### src/logic/apu_audio_pkg.sv
`default_nettype none

package apu_audio_pkg;

	localparam int MAX_CH = 4;                            // square channels supported

	localparam int SAMPLE_W = 4;                          // per channel sample
	localparam int MIX_W = 6;                             // 4 x 15 fits

	typedef logic [SAMPLE_W-1:0] sample_t;

	// frequency timer
	localparam int FREQ_W = 11;
	typedef logic [FREQ_W-1:0] freq_t;
	localparam freq_t FREQ_LAST = '1;                     // wraps after 2047

	// length counter
	localparam int LEN_W = 6;                             // NRx1 length field
	localparam int LEN_MAX = 64;
	localparam logic [LEN_W-1:0] LEN_LAST = LEN_W'(LEN_MAX - 1);

	// duty waveforms, indexed by NRx1[7:6], one bit per step
	localparam logic [7:0] DUTY_TABLE [4] = '{
		8'b0000_0001,                                     // 12.5 %
		8'b1000_0001,                                     // 25 %
		8'b1000_0111,                                     // 50 %
		8'b0111_1110                                      // 75 %
	};

endpackage

`default_nettype wire

### src/logic/apu_reg_pkg.sv
`default_nettype none

package apu_reg_pkg;

	localparam int ADDR_W = 8;                            // cpu byte bus address

	localparam logic [ADDR_W-1:0] CH_BASE = 8'h10;        // channel 0 block
	localparam int CH_SPAN = 5;                           // addresses per channel

	// offsets inside a channel block, offset 0 is the unused sweep slot
	localparam int REG_NR1 = 1;                           // duty, length
	localparam int REG_NR2 = 2;                           // volume, dac
	localparam int REG_NR3 = 3;                           // freq low
	localparam int REG_NR4 = 4;                           // trigger, len enable, freq high

	localparam logic [ADDR_W-1:0] STATUS_ADDR = 8'h26;    // active flags

	// bits that read back as 1
	localparam logic [7:0] RD_MASK_NR1 = 8'h3F;           // only duty readable
	localparam logic [7:0] RD_MASK_NR3 = 8'hFF;           // write only
	localparam logic [7:0] RD_MASK_NR4 = 8'hBF;           // only length enable readable

	typedef enum logic [1:0] {
		SEL_NR1 = 2'(REG_NR1 - 1),
		SEL_NR2 = 2'(REG_NR2 - 1),
		SEL_NR3 = 2'(REG_NR3 - 1),
		SEL_NR4 = 2'(REG_NR4 - 1)
	} reg_sel_t;

endpackage

`default_nettype wire
### src/logic/sq_chan_if.sv
`timescale 1ns/1ps
`default_nettype none

// one per square channel, shared by decoder, channel and mixer
interface sq_chan_if import apu_reg_pkg::*, apu_audio_pkg::*; ();

	logic       reg_wr;     // one cycle write strobe
	reg_sel_t   reg_sel;    // which NRx register
	logic [7:0] wdata;
	logic [7:0] rdata_ch;   // masked readback of reg_sel
	logic       active;
	sample_t    sample;

	modport bus (
		output reg_wr,
		output reg_sel,
		output wdata,
		input  rdata_ch,
		input  active
	);

	modport chan (
		input  reg_wr,
		input  reg_sel,
		input  wdata,
		output rdata_ch,
		output active,
		output sample
	);

	modport mix (
		input  sample
	);

endinterface

`default_nettype wire

### src/logic/apu_square_top.sv
`timescale 1ns/1ps
`default_nettype none

module apu_square_top import apu_reg_pkg::*, apu_audio_pkg::*; #(
	parameter int NUM_CH   = 2,
	parameter int FREQ_DIV = 2,
	parameter int LEN_DIV  = 64
) (
	input  logic              clk,
	input  logic              rst_n,
	input  logic [ADDR_W-1:0] addr,
	input  logic [7:0]        wdata,
	input  logic              wr,
	input  logic              rd,
	output logic [7:0]        rdata,
	output logic [MIX_W-1:0]  mix
);

	logic freq_tick;
	logic len_tick;

	sq_chan_if chan_if [NUM_CH] ();

	apu_timebase #(
		.FREQ_DIV (FREQ_DIV),
		.LEN_DIV  (LEN_DIV)
	) u_timebase (
		.clk       (clk),
		.rst_n     (rst_n),
		.freq_tick (freq_tick),
		.len_tick  (len_tick)
	);

	apu_bus_decoder #(
		.NUM_CH (NUM_CH)
	) u_decoder (
		.addr  (addr),
		.wdata (wdata),
		.wr    (wr),
		.rd    (rd),
		.rdata (rdata),
		.ch    (chan_if)
	);

	for (genvar i = 0; i < NUM_CH; i++) begin : g_chan
		square_channel u_chan (
			.clk       (clk),
			.rst_n     (rst_n),
			.freq_tick (freq_tick),
			.len_tick  (len_tick),
			.bus       (chan_if[i])
		);
	end

	apu_mixer #(
		.NUM_CH (NUM_CH)
	) u_mixer (
		.clk   (clk),
		.rst_n (rst_n),
		.ch    (chan_if),
		.mix   (mix)
	);

endmodule

`default_nettype wire

### src/logic/apu_mixer.sv
`timescale 1ns/1ps
`default_nettype none

module apu_mixer import apu_audio_pkg::*; #(
	parameter int NUM_CH = 2
) (
	input  logic             clk,
	input  logic             rst_n,
	sq_chan_if.mix           ch [NUM_CH],
	output logic [MIX_W-1:0] mix
);

	sample_t          samples [NUM_CH];
	logic [MIX_W-1:0] sum;

	for (genvar i = 0; i < NUM_CH; i++) begin : g_tap
		assign samples[i] = ch[i].sample;
	end

	always_comb begin
		sum = '0;
		for (int i = 0; i < NUM_CH; i++) begin
			sum = sum + MIX_W'(samples[i]);
		end
	end

	// one clock behind the channel samples
	always_ff @(posedge clk or negedge rst_n) begin
		if (!rst_n) begin
			mix <= '0;
		end else begin
			mix <= sum;
		end
	end

endmodule

`default_nettype wire

### src/logic/square_channel.sv
`timescale 1ns/1ps
`default_nettype none

module square_channel import apu_reg_pkg::*, apu_audio_pkg::*; (
	input  logic   clk,
	input  logic   rst_n,
	input  logic   freq_tick,
	input  logic   len_tick,
	sq_chan_if.chan bus
);

	// register fields
	logic [1:0]       duty;          // NRx1[7:6]
	logic [LEN_W-1:0] len_load;      // NRx1[5:0]
	logic [7:0]       nr2;           // volume[7:4], env bits kept for readback
	logic [7:0]       freq_lo;       // NRx3
	logic [2:0]       freq_hi;       // NRx4[2:0]
	logic             len_en;        // NRx4[6]

	logic wr_nr1;
	logic wr_nr2;
	logic wr_nr3;
	logic wr_nr4;
	logic trigger;
	logic dac_on;

	freq_t            freq;
	freq_t            freq_cnt;
	logic [2:0]       duty_pos;
	logic [LEN_W-1:0] len_cnt;
	logic             active;

	assign wr_nr1  = bus.reg_wr && (bus.reg_sel == SEL_NR1);
	assign wr_nr2  = bus.reg_wr && (bus.reg_sel == SEL_NR2);
	assign wr_nr3  = bus.reg_wr && (bus.reg_sel == SEL_NR3);
	assign wr_nr4  = bus.reg_wr && (bus.reg_sel == SEL_NR4);
	assign trigger = wr_nr4 && bus.wdata[7];
	assign dac_on  = |nr2[7:3];
	assign freq    = {freq_hi, freq_lo};

	always_ff @(posedge clk or negedge rst_n) begin
		if (!rst_n) begin
			duty     <= '0;
			len_load <= '0;
			nr2      <= '0;
			freq_lo  <= '0;
			freq_hi  <= '0;
			len_en   <= 1'b0;
		end else begin
			if (wr_nr1) begin
				duty     <= bus.wdata[7:6];
				len_load <= bus.wdata[LEN_W-1:0];
			end
			if (wr_nr2) begin
				nr2 <= bus.wdata;
			end
			if (wr_nr3) begin
				freq_lo <= bus.wdata;
			end
			if (wr_nr4) begin
				len_en  <= bus.wdata[6];
				freq_hi <= bus.wdata[2:0];   // trigger bit is not stored
			end
		end
	end

	// frequency timer and duty sequencer
	always_ff @(posedge clk or negedge rst_n) begin
		if (!rst_n) begin
			freq_cnt <= '0;
			duty_pos <= '0;
		end else if (trigger) begin
			freq_cnt <= {bus.wdata[2:0], freq_lo};   // new high bits apply at once
			duty_pos <= '0;
		end else if (freq_tick) begin
			if (freq_cnt == FREQ_LAST) begin
				freq_cnt <= freq;
				duty_pos <= duty_pos + 3'd1;
			end else begin
				freq_cnt <= freq_cnt + 1'b1;
			end
		end
	end

	// length counter and active flag
	always_ff @(posedge clk or negedge rst_n) begin
		if (!rst_n) begin
			len_cnt <= '0;
			active  <= 1'b0;
		end else if (trigger) begin
			len_cnt <= len_load;
			active  <= dac_on;                       // dac off keeps it silent
		end else begin
			if (wr_nr1) begin
				len_cnt <= bus.wdata[LEN_W-1:0];
			end else if (len_en && len_tick) begin
				if (len_cnt == LEN_LAST) begin
					active <= 1'b0;                  // tick that reaches LEN_MAX
				end else begin
					len_cnt <= len_cnt + 1'b1;
				end
			end
			if (wr_nr2 && (bus.wdata[7:3] == 5'd0)) begin
				active <= 1'b0;
			end
		end
	end

	always_comb begin
		case (bus.reg_sel)
			SEL_NR1: bus.rdata_ch = {duty, len_load} | RD_MASK_NR1;
			SEL_NR2: bus.rdata_ch = nr2;
			SEL_NR3: bus.rdata_ch = freq_lo | RD_MASK_NR3;
			default: bus.rdata_ch = {1'b0, len_en, 3'b000, freq_hi} | RD_MASK_NR4;
		endcase
	end

	assign bus.active = active;
	assign bus.sample = (active && DUTY_TABLE[duty][duty_pos]) ? sample_t'(nr2[7:4]) : '0;

endmodule

`default_nettype wire

### src/logic/apu_bus_decoder.sv
`timescale 1ns/1ps
`default_nettype none

module apu_bus_decoder import apu_reg_pkg::*, apu_audio_pkg::*; #(
	parameter int NUM_CH = 2
) (
	input  logic [ADDR_W-1:0] addr,
	input  logic [7:0]        wdata,
	input  logic              wr,
	input  logic              rd,
	output logic [7:0]        rdata,
	sq_chan_if.bus            ch [NUM_CH]
);

	logic [NUM_CH-1:0] hit;                  // addr falls in NRx1..NRx4 of channel i
	logic [NUM_CH-1:0] ch_active;
	logic [7:0]        ch_rdata [NUM_CH];
	logic [7:0]        status;

	if (NUM_CH < 1 || NUM_CH > MAX_CH) begin : g_bad_num_ch
		$error("apu_bus_decoder: NUM_CH must be 1 to %0d", MAX_CH);
	end

	for (genvar i = 0; i < NUM_CH; i++) begin : g_ch
		localparam logic [ADDR_W-1:0] BASE = CH_BASE + ADDR_W'(CH_SPAN * i);

		logic [ADDR_W-1:0] offs;
		logic [ADDR_W-1:0] idx;

		assign offs = addr - BASE;               // wraps high below BASE
		assign idx  = offs - ADDR_W'(REG_NR1);

		assign hit[i] = (offs >= ADDR_W'(REG_NR1)) && (offs <= ADDR_W'(REG_NR4));

		assign ch[i].reg_wr  = wr && hit[i];
		assign ch[i].reg_sel = reg_sel_t'(idx[1:0]);
		assign ch[i].wdata   = wdata;

		assign ch_rdata[i]  = ch[i].rdata_ch;
		assign ch_active[i] = ch[i].active;
	end

	// unused status bits read as 1
	always_comb begin
		status = 8'hFF;
		status[NUM_CH-1:0] = ch_active;
	end

	always_comb begin
		rdata = 8'hFF;                           // idle bus, offset 0, unmapped
		if (rd) begin
			if (addr == STATUS_ADDR) begin
				rdata = status;
			end
			for (int i = 0; i < NUM_CH; i++) begin
				if (hit[i]) begin
					rdata = ch_rdata[i];
				end
			end
		end
	end

endmodule

`default_nettype wire

### src/logic/apu_timebase.sv
`timescale 1ns/1ps
`default_nettype none

module apu_timebase #(
	parameter int FREQ_DIV = 2,
	parameter int LEN_DIV  = 64
) (
	input  logic clk,
	input  logic rst_n,
	output logic freq_tick,
	output logic len_tick
);

	localparam int DIV [2] = '{FREQ_DIV, LEN_DIV};

	// divider 0 feeds the frequency timers, divider 1 the length counters
	for (genvar i = 0; i < 2; i++) begin : g_div
		localparam int W = (DIV[i] > 1) ? $clog2(DIV[i]) : 1;
		localparam logic [W-1:0] LAST = W'(DIV[i] - 1);

		logic [W-1:0] cnt;
		logic         tick;

		always_ff @(posedge clk or negedge rst_n) begin
			if (!rst_n) begin
				cnt  <= '0;
				tick <= 1'b0;
			end else if (cnt == LAST) begin
				cnt  <= '0;
				tick <= 1'b1;     // one pulse per period
			end else begin
				cnt  <= cnt + 1'b1;
				tick <= 1'b0;
			end
		end
	end

	assign freq_tick = g_div[0].tick;
	assign len_tick  = g_div[1].tick;

endmodule

`default_nettype wire

### config.mk
export PLATFORM = sky130hd
export DESIGN_NAME = apu_square_top
export DESIGN_NICKNAME = d
export VERILOG_FILES = /design/src/logic/apu_audio_pkg.sv /design/src/logic/apu_reg_pkg.sv /design/src/logic/sq_chan_if.sv /design/src/logic/apu_square_top.sv /design/src/logic/apu_mixer.sv /design/src/logic/square_channel.sv /design/src/logic/apu_bus_decoder.sv /design/src/logic/apu_timebase.sv
export SDC_FILE = /design/constraint.sdc
export NUM_CORES = 1
export LEC_CHECK = 0
export BUFFER_PORTS_ARGS = -buffer_cell sky130_fd_sc_hd__buf_2
export CAP_MARGIN = 20
export CORE_MARGIN = 1.5
export CORE_UTILIZATION = 65
export CTS_CLUSTER_DIAMETER = 50
export DETAILED_ROUTE_END_ITERATION = 8
export PLACE_DENSITY = 0.87
export SYNTH_ARGS = -nofsm -noshare
export SYNTH_HDL_FRONTEND = slang
export SYNTH_SLANG_ARGS = --single-unit
### constraint.sdc
create_clock -name clk -period 5.1 [get_ports clk]
set_clock_uncertainty 0.15 [all_clocks]
set_input_delay 0.255 -clock clk [delete_from_list [all_inputs] [get_ports clk]]
set_output_delay 0.255 -clock clk [all_outputs]
set_load 0.01 [all_outputs]
After elaboration in Yosys (flattened, before gate mapping)
Index checks and enable logic that the tools add are counted.
- output and inout bits: 14
- bits in registers: 113
- bitwise logic cells: 2
- multiplexer cells: 52
- equality and inequality tests: 16
- add/sub/neg operators: 13
- order comparisons: 8
- reductions and logical operators: 41
- operators by type and width (kind ; number):
    11-bit two-way mux ; 6
    8-bit two-way mux ; 7
    6-bit two-way mux ; 9
    8-bit one-hot mux with 3 select lines ; 2
    8-bit binary-select mux with 2-bit select ; 2
    11-bit by 1-bit adder with 11-bit output (second input constant) ; 2
    11-bit equality test (second input constant) ; 2
    1-bit logical AND ; 20
    6-bit by 1-bit adder with 6-bit output (second input constant) ; 3
    6-bit equality test (second input constant) ; 3
    3-bit two-way mux ; 6
    3-bit nonzero test ; 6
    8-bit by 1-bit >= comparator with 1-bit output (second input constant) ; 2
    8-bit by 3-bit less-or-equal comparator with 1-bit output (second input constant) ; 2
    8-bit by 5-bit subtractor with 8-bit output (second input constant) ; 2
    1-bit two-way mux ; 15
    5-bit OR reduction ; 2
    2-bit equality test (second input constant) ; 4
    8-bit by 6-bit equality test with 1-bit output (second input constant) ; 1
    3-bit by 4-bit < comparator with 1-bit output (second input constant) ; 2
    4-bit two-way mux ; 2
    2-bit AND reduction ; 4
    2-bit nonzero test ; 4
    3-bit by 1-bit adder with 3-bit output (second input constant) ; 2
    13 further kinds ; 22

Depth between registers and ports, before layout
Gate-level depths: netlist (run 1).
- depth in word-level cells: 9
- gate-level depth with buffers: 12
- gate-level depth less buffers: 12

Modules after synthesis
Synthesis (run 1) repeated with hierarchy kept, for this count alone.
- cells, all modules: 630
- area, all modules: 6359.8 µm²
- modules (own cells, without submodules) (module ; cells each ; instances ; sequential area each (µm²) ; area an instance (µm²)):
    square_channel at g_chan[1].u_chan ; 262 ; 1 ; 1226.2 ; 2642.5
    square_channel at g_chan[0].u_chan ; 259 ; 1 ; 1226.2 ; 2628.8
    apu_bus_decoder ; 62 ; 1 ; 0.0 ; 494.2
    apu_timebase ; 24 ; 1 ; 225.2 ; 321.6
    apu_mixer ; 23 ; 1 ; 125.1 ; 272.8

Worst setup path before layout (run 1)
Ideal clock, no wire load.
- path type: register to register
- start point: reg g_chan[1].u_chan.duty[1]
- end point: reg u_mixer.mix[4]
- clock period less this slack: 2.259 ns
- path slack: 2.841 ns
- arrival time: 1.987 ns
- required time: 4.828 ns
- stages on the path, launching flop included: 13
- path through: dfrtp_1 -> ha_1 -> mux2_2 -> nand2_1 -> o21ai_0 -> o211ai_1 -> nor2_1 -> ha_1 -> inv_1 -> fa_1 -> nor2b_1 -> o21ai_0 -> nand2b_1
- longest elaborated chain between the ends: 9
- RTL lines (item ; RTL line ; source):
    start, declared ; square_channel.sv:13 ; logic [1:0] duty;
    start signal, assigned ; square_channel.sv:51 ; duty <= bus.wdata[7:6];
    2-bit NOT with 3-bit output (not written as such) ; square_channel.sv:119 ; assign bus.sample = (active && DUTY_TABLE[duty][duty_pos]) ? sample_t'(nr2[7:4]) : '0;
    8-bit binary-select mux with 2-bit select ; square_channel.sv:119 ;
    8-bit two-way mux (not written as such) (2 in a row) ; square_channel.sv:119 ;
    1-bit binary-select mux with 3-bit select ; square_channel.sv:119 ;
    1-bit two-way mux (not written as such) ; square_channel.sv:119 ;
    1-bit logical AND ; square_channel.sv:119 ;
    4-bit two-way mux ; square_channel.sv:119 ;
    4-bit by 4-bit adder with 5-bit output ; apu_mixer.sv:23 ; sum = sum + MIX_W'(samples[i]);
    net u_mixer.sum[4] ; apu_mixer.sv:14 ; logic [MIX_W-1:0] sum;
    end signal, assigned ; apu_mixer.sv:32 ; mix <= sum;
    end, declared ; apu_mixer.sv:10 ; output logic [MIX_W-1:0] mix
The timed path passes the listed nets, and every way through them passes these cells. The select of a mux whose other input is x is not followed.
A chain may end at the register's enable or synchronous reset.

Final worst setup path (run 1)
Ends and elaborated chain as after synthesis.

==> results of run 1 <==
[flip-flops by register name (all words and copies together) (netlist names), 2 cells and up]
| signal | flops |
|---|---|
| g_chan.u_chan.freq_cnt | 22 |
| g_chan.u_chan.freq_lo | 16 |
| g_chan.u_chan.nr2 | 16 |
| g_chan.u_chan.len_cnt | 12 |
| g_chan.u_chan.len_load | 12 |
| u_timebase.g_div.cnt | 7 |
| g_chan.u_chan.duty_pos | 6 |
| g_chan.u_chan.freq_hi | 6 |
| u_mixer.mix | 5 |
| g_chan.u_chan.duty | 4 |
| g_chan.u_chan.bus.active | 2 |
| g_chan.u_chan.len_en | 2 |
[power by group through the flow]
stage | Clock [mW] | Sequential (mW) | Combinational (mW)
CTS | 0.561 | 1.09 | 0.271
finish | 0.552 | 1.10 | 0.270
global placement | 0 | 1.10 | 0.249
detailed placement | 0 | 1.11 | 0.267
floorplan | 0 | 1.08 | 0.197
global route | 0.590 | 1.11 | 0.304
[critical path, cell delays in order, from the launching register on]
cell	delay (ps)
dfrtp_1	460
ha_1	220
mux2_2	270
nand2_1	80
o21ai_0	80
o211ai_1	430
nor2_1	90
ha_1	210
inv_1	70
fa_1	200
nor2b_1	50
o21ai_0	150
nand2b_1	70
[worst min-delay path by stage]
| stage | endpoint | slack [ps] |
|---|---|---|
| floorplan | g_chan[0].u_chan.bus.active | -190 |
| global placement | u_mixer.mix[1] | 210 |
| detailed placement | u_mixer.mix[3] | 220 |
| CTS | g_chan[1].u_chan.len_load[5] | 60 |
| global route | g_chan[0].u_chan.duty[0] | 70 |
| finish | g_chan[1].u_chan.duty[0] | 70 |
[kinds of logic (layout without fill, tap and decap cells)]
logic type	Yosys count	after routing	synth area share
buffers and inverters	49	70	0.03548
AND/OR/NAND/NOR	248	248	0.2042
XOR/XNOR	18	18	0.02615
AO/OA/AOI/OAI	127	127	0.1363
multiplexers	51	51	0.09795
flip-flops	112	112	0.4648
adder cells (fa/ha/maj)	16	16	0.03445
other	1	1	0.0006219
[area by class of cell]
| class | count | area share |
|---|---|---|
| clock buffers | 10 | 0.02139 |
| repair buffers | 37 | 0.03151 |
| well taps | 108 | 0.02100 |
| flip-flops and latches | 112 | 0.4356 |
| multi-input cells | 461 | 0.4693 |
| clock inverters | 6 | 0.01128 |
| inverters | 17 | 0.009918 |
[cell usage after synthesis, drive strengths merged (4+ instances only)]
| cell | count |
|---|---|
| dfrtp | 112 |
| nand2 | 97 |
| nor2 | 41 |
| mux2 | 40 |
| o21ai | 37 |
| nand3 | 34 |
| a21oi | 27 |
| clkbuf | 22 |
| inv | 17 |
| ha | 15 |
| xor2 | 13 |
| o22ai | 12 |
| mux2i | 11 |
| nand2b | 11 |
| buf | 10 |
| nand4 | 9 |
| and4 | 8 |
| a21o | 6 |
| a31oi | 6 |
| and2 | 6 |
| o22a | 6 |
| or3 | 6 |
| nor3 | 5 |
| o21a | 5 |
| or4 | 5 |
| xnor2 | 5 |
| and3 | 4 |
| nand3b | 4 |
| o31ai | 4 |
[metal layers]
metal  up-vias  routed length [um]
li1       2244                   -
met3        34                 886
met4         0                 387
met1      2367                5565
met2       175                6877
met5         -                   0
[through the flow]
stage	utilization	setup WS, ps
final	0.7271	2471
after global routing	0.7271	2323
after CTS	0.7262	2474
after detailed placement	0.7014	2507
after global placement	0.7014	2595
after floorplan	-	2841
==> qor.txt, run 1 <==
Status -> finished, final reports clean
Ys async rst share -> 1.000
PortBufs -> 32
CP Launch Point -> g_chan[1].u_chan.duty[1]
Leading area contributor after synthesis -> dfrtp_1
Rows -> 34
Setup slack, reg-to-reg -> 2470 ps
Post-route setup TNS -> 0 ps
Met2 usage -> 0.5079
Post-CTS sizing -> 0
Die W -> 99.32 um
Io pins -> 34
Core Area -> 8848 um^2
Grt ovf -> 0
CTS root buf -> clkbuf_8
Leakage -> 2.996 nW
Netlist cell types -> 67
Initial Util -> 0.6814
Combinational share of power -> 0.141
Avg Inst Size Synth -> 9.694 um^2
RSZ-0062 raised after global routing -> false
Number of H-tree levels -> 3
Post-Syn Nets -> 658
CTS Buf Count -> 9
Post-CTS Setup Bufs -> 0
Switching part of the total -> 0.2919
Placed cells -> 733
Fin cells -> 751
Maxcap violations -> 0
CTS Buffer Depth -> 2
All-layer global routing usage -> 0.2957
Slew headroom -> 0.3946
# DRC -> 0
Most frequent cells in the layout -> dfrtp_1, nand2_1, nor2_1
Top cells by area, synth -> dfrtp_1, mux2_2, nand2_1, ha_1, o21ai_0
Worst-skew pair later-pin latency -> 370 ps
Max FO, Critical Path -> 6
DP Wirelength -> 9567 um
Setup crit end -> u_mixer.mix[4]
Pin count of the biggest net entering global routing -> 61
Vias -> 4820
Initial antenna violation count -> 0
Flop pwr share -> 0.572
Nets -> 674
Main flop type after synthesis -> dfrtp_1
Max Fclk -> 380.3 MHz
Worst reg-to-reg path cell count -> 12
Switch Pwr -> 0.5607 mW
Register area -> 2803 um^2
Number of global-route vias before repair -> 4799
P_int -> 1.360 mW
Yosys top cell area share -> 0.4648
Fill cell count -> 626
Met1 Resource Use GR -> 0.3674
PwrDens -> 298.5 nW/um^2
HP Start -> wdata[6]
Grt peak-use layer -> met2
Post-route cell area -> 6434 um^2
Max-slew violation count -> 0
DP Area -> 6206 um^2
Hold/Removal Path Class -> input port to flop
Post-Synthesis Cells -> 622
Iter 0 DRT Violations -> 376
Synth-to-Final Area Change -> 6.703%
Post-synth EDFFs -> 0
DR vias/cell -> 6.418
Critical path arrival -> 2750 ps
Total power -> 1.921 mW
Cell Area, Synth -> 6030 um^2
Area of the multi-input gates -> 3019 um^2
Crit Path Category -> flop to flop
Hold WS -> 68.13 ps
CTS tree -> yes
Routed len/inst -> 18.26 um
Ratio of cells with drive above 1 in the final layout -> 0.1617
Seq/Total Area, Yosys -> 0.4648
First-pass GRT wire length -> 22930 um
RR Endpoint -> u_mixer.mix[4]
Diode count -> 0
Number of synthesized register bits -> 112
Post-route minimum period -> 2629 ps
Req. time, crit path -> 5220 ps
Met3 usage -> 0.06114
Worst-margin pin slew -> 908.0 ps
Die Span Y -> 99.32 um
WHS Path Cells -> 3
Peak VDD IR -> 0.0002306 V
Startpoint types -> flop
Crit. End Element -> flop
Post-route clock period utilization -> 0.5155
Commonest non-fill, non-tap cell in the layout -> dfrtp_1
Total number of yosys warnings -> 0
Setup violators final -> 0
Final hold violations -> 0
DIE AREA -> 9863 um^2
Pre-antenna DRT Iters -> 7
Clock share of power -> 0.287
# clock sinks -> 112
GPL Wtd Cong -> 0.9068
Final WL -> 13720 um
Worst R2R Start -> g_chan[1].u_chan.duty[1]
Routed Antenna Nets -> 0
CTS Hold Bufs -> 1
CTS clk-pin slew, worst paths -> 110 ps
(Power assumes the default switching activity.)
==> run 2, diff against run 1 <==
- CORE_UTILIZATION: 65 -> 61
- PLACE_DENSITY: 0.87 -> 0.83
- clock period: 5.1 -> 2.64 ns (I/O delays scaled with it)
==> run 2 against run 1 <==
  * Register-to-register slack got worse by 2400 ps
  * First-iteration DRC count decreased by 32%
  * Core utilization shrank 4.4 points
  * Total power is 92% higher
  * Flip-flop and latch count stayed put
  * Count of clock-buffer cells in the layout down 1
  * Highest routed layer unchanged
==> qor.txt, run 2 (same netlist as run 1, synthesis figures left out) <==
CP max stage cell -> dfrtp_1 (unchanged)
Leakage -> 3.066 nW (was 2.996 nW)
# clock sinks -> 112 (unchanged)
GPL Wtd Cong -> 0.9121 (was 0.9068)
Rows -> 36 (was 34)
Clock share of power -> 0.275 (was 0.287)
Post-route clock period utilization -> 0.9559 (was 0.5155)
Delay-heaviest family, CP -> adder cells (was compound AO/OA/AOI/OAI gates)
Pre-antenna DRT Iters -> 5 (was 7)
Worst-margin pin slew -> 562.1 ps (was 908.0 ps)
Slowest stage delay, CP -> 450 ps (was 460 ps)
PwrDens -> 557.6 nW/um^2 (was 298.5 nW/um^2)
DP Wirelength -> 10130 um (was 9567 um)
Worst-skew pair later-pin latency -> 380 ps (was 370 ps)
Slew headroom -> 0.6253 (was 0.3946)
Synth-to-Final Area Change -> 9.649% (was 6.703%)
Hold WS -> 84.37 ps (was 68.13 ps)
All-layer global routing usage -> 0.3025 (was 0.2957)
Status -> finished, final reports clean (unchanged)
Switching part of the total -> 0.2940 (was 0.2919)
Startpoint types -> flop (unchanged)
Combinational share of power -> 0.149 (was 0.141)
Io pins -> 34 (unchanged)
Switch Pwr -> 1.084 mW (was 0.5607 mW)
CTS Buffer Depth -> 2 (unchanged)
Max FO, Critical Path -> 6 (unchanged)
Number of H-tree levels -> 3 (unchanged)
Routed len/inst -> 18.19 um (was 18.26 um)
Die Span Y -> 102.4 um (was 99.32 um)
PortBufs -> 32 (unchanged)
Grt ovf -> 0 (unchanged)
Register area -> 2803 um^2 (unchanged)
Total power -> 3.687 mW (was 1.921 mW)
Max-slew violation count -> 0 (unchanged)
Maxcap violations -> 0 (unchanged)
Worst R2R Start -> g_chan[1].u_chan.duty[1] (unchanged)
DR vias/cell -> 6.185 (was 6.418)
Setup slack, reg-to-reg -> 120 ps (was 2470 ps)
Critical path arrival -> 2650 ps (was 2750 ps)
Max Fclk -> 396.2 MHz (was 380.3 MHz)
Die W -> 102.4 um (was 99.32 um)
Area of the multi-input gates -> 3019 um^2 (unchanged)
Fin cells -> 793 (was 751)
Worst reg-to-reg path cell count -> 13 (was 12)
CTS Buf Count -> 9 (unchanged)
Post-route minimum period -> 2524 ps (was 2629 ps)
Top flop regs -> g_chan.u_chan.freq_cnt: 22 flops, g_chan.u_chan.freq_lo: 16 flops, g_chan.u_chan.nr2: 16 flops (unchanged)
Crit. End Element -> flop (unchanged)
Commonest non-fill, non-tap cell in the layout -> dfrtp_1 (unchanged)
Cell Chain, Critical Path -> ha_1 > mux2_2 > nand2_1 > o21ai_0 > o211ai_1 > buf_4 > nor2_1 > ha_1 > inv_1 > fa_1 > nor2b_1 > o21ai_0 > nand2b_1 (was ha_1 > mux2_2 > nand2_1 > o21ai_0 > o211ai_1 > nor2_1 > ha_1 > inv_1 > fa_1 > nor2b_1 > o21ai_0 > nand2b_1)
Initial antenna violation count -> 0 (unchanged)
Post-route cell area -> 6611 um^2 (was 6434 um^2)
Worst path bufs/invs -> 2 (was 1)
CTS clk-pin slew, worst paths -> 100 ps (was 110 ps)
Ratio of cells with drive above 1 in the final layout -> 0.1712 (was 0.1617)
Pin count of the biggest net entering global routing -> 42 (was 61)
RR Endpoint -> u_mixer.mix[4] (unchanged)
CTS root buf -> clkbuf_8 (unchanged)
CTS tree -> yes (unchanged)
Core Area -> 9684 um^2 (was 8848 um^2)
P_int -> 2.603 mW (was 1.360 mW)
Iter 0 DRT Violations -> 256 (was 376)
Max reg flops -> 22 (unchanged)
First-pass GRT wire length -> 23820 um (was 22930 um)
Final WL -> 14430 um (was 13720 um)
Most frequent cells in the layout -> dfrtp_1, nand2_1, nor2_1 (unchanged)
DIE AREA -> 10490 um^2 (was 9863 um^2)
Hold/Removal Path Class -> input port to asynchronous set/reset pin (was input port to flop)
Largest Register -> g_chan.u_chan.freq_cnt (unchanged)
Initial Util -> 0.6226 (was 0.6814)
Number of global-route vias before repair -> 4922 (was 4799)
Diode count -> 0 (unchanged)
Routed Antenna Nets -> 0 (unchanged)
DP Area -> 6317 um^2 (was 6206 um^2)
Req. time, crit path -> 2770 ps (was 5220 ps)
# DRC -> 0 (unchanged)
Flop pwr share -> 0.576 (was 0.572)
Fill cell count -> 730 (was 626)
Vias -> 4905 (was 4820)
Crit Path Category -> flop to flop (unchanged)
Final hold violations -> 0 (unchanged)
Setup violators final -> 0 (unchanged)
Placed cells -> 767 (was 733)
Peak VDD IR -> 0.0005043 V (was 0.0002306 V)
Nets -> 691 (was 674)
## run 2: cell types whose count changed in the layout (fill, tap and decap cells not counted), moves of 2 or more
cell and delta:
dlygate4sd3_1 +8, buf_4 +9, clkinvlp_4 +2, inv_6 -2
## run 2: final cells by class
type / instances / share of cell area
Multi-Input combinational cell: 461 / 0.4567
Sequential cell: 112 / 0.4239
Timing Repair Buffer: 54 / 0.05488
Tap cell: 133 / 0.02517
Clock buffer: 9 / 0.01874
Clock inverter: 7 / 0.01098
Inverter: 17 / 0.009652
## run 2: stage by stage
stage                 util  setup slack, ps  setup TNS [ps]
finish              0.6827            116.3               0
global route        0.6827           -5.840          -5.840
detailed placement  0.6523            100.7               0
global placement    0.6523            220.5               0
floorplan                -            381.1               0
CTS                 0.6819            66.57               0
## run 2: routing by layer
layer  part of all wire  routed length (um)  track usage
met1               0.40                5830       0.3694
met2               0.50                7268       0.5084
met3              0.057                 822      0.06498
met4              0.035                 505       0.1517
met5                  0                   0            0
## run 2: what timing repair did
action                                  CTS  global route
buffers inserted                          0             1
hold buffers                              9             0
endpoints found under the setup margin    0             3
hold endpoints to repair                106             0
resized for setup                         0             1
## run 2: power groups by stage
stage / registers [mW] / logic (mW) / clock network [mW]
finish: 2.12 / 0.549 / 1.01
global route: 2.15 / 0.616 / 1.10
CTS: 2.12 / 0.544 / 1.03
detailed placement: 2.15 / 0.529 / 0
global placement: 2.13 / 0.499 / 0
floorplan: 2.09 / 0.380 / 0
## run 2: worst max path at each step
| stage | start | end | depth (start not counted) |
|---|---|---|---|
| after floorplan | g_chan[1].u_chan.duty[1] | u_mixer.mix[4] | 12 |
| after global placement | g_chan[1].u_chan.duty[1] | u_mixer.mix[4] | 12 |
| after detailed placement | g_chan[1].u_chan.duty[1] | u_mixer.mix[4] | 12 |
| after CTS | g_chan[1].u_chan.duty[1] | u_mixer.mix[4] | 12 |
| after global routing | g_chan[1].u_chan.duty[1] | u_mixer.mix[4] | 13 |
| final | g_chan[1].u_chan.duty[1] | u_mixer.mix[4] | 13 |
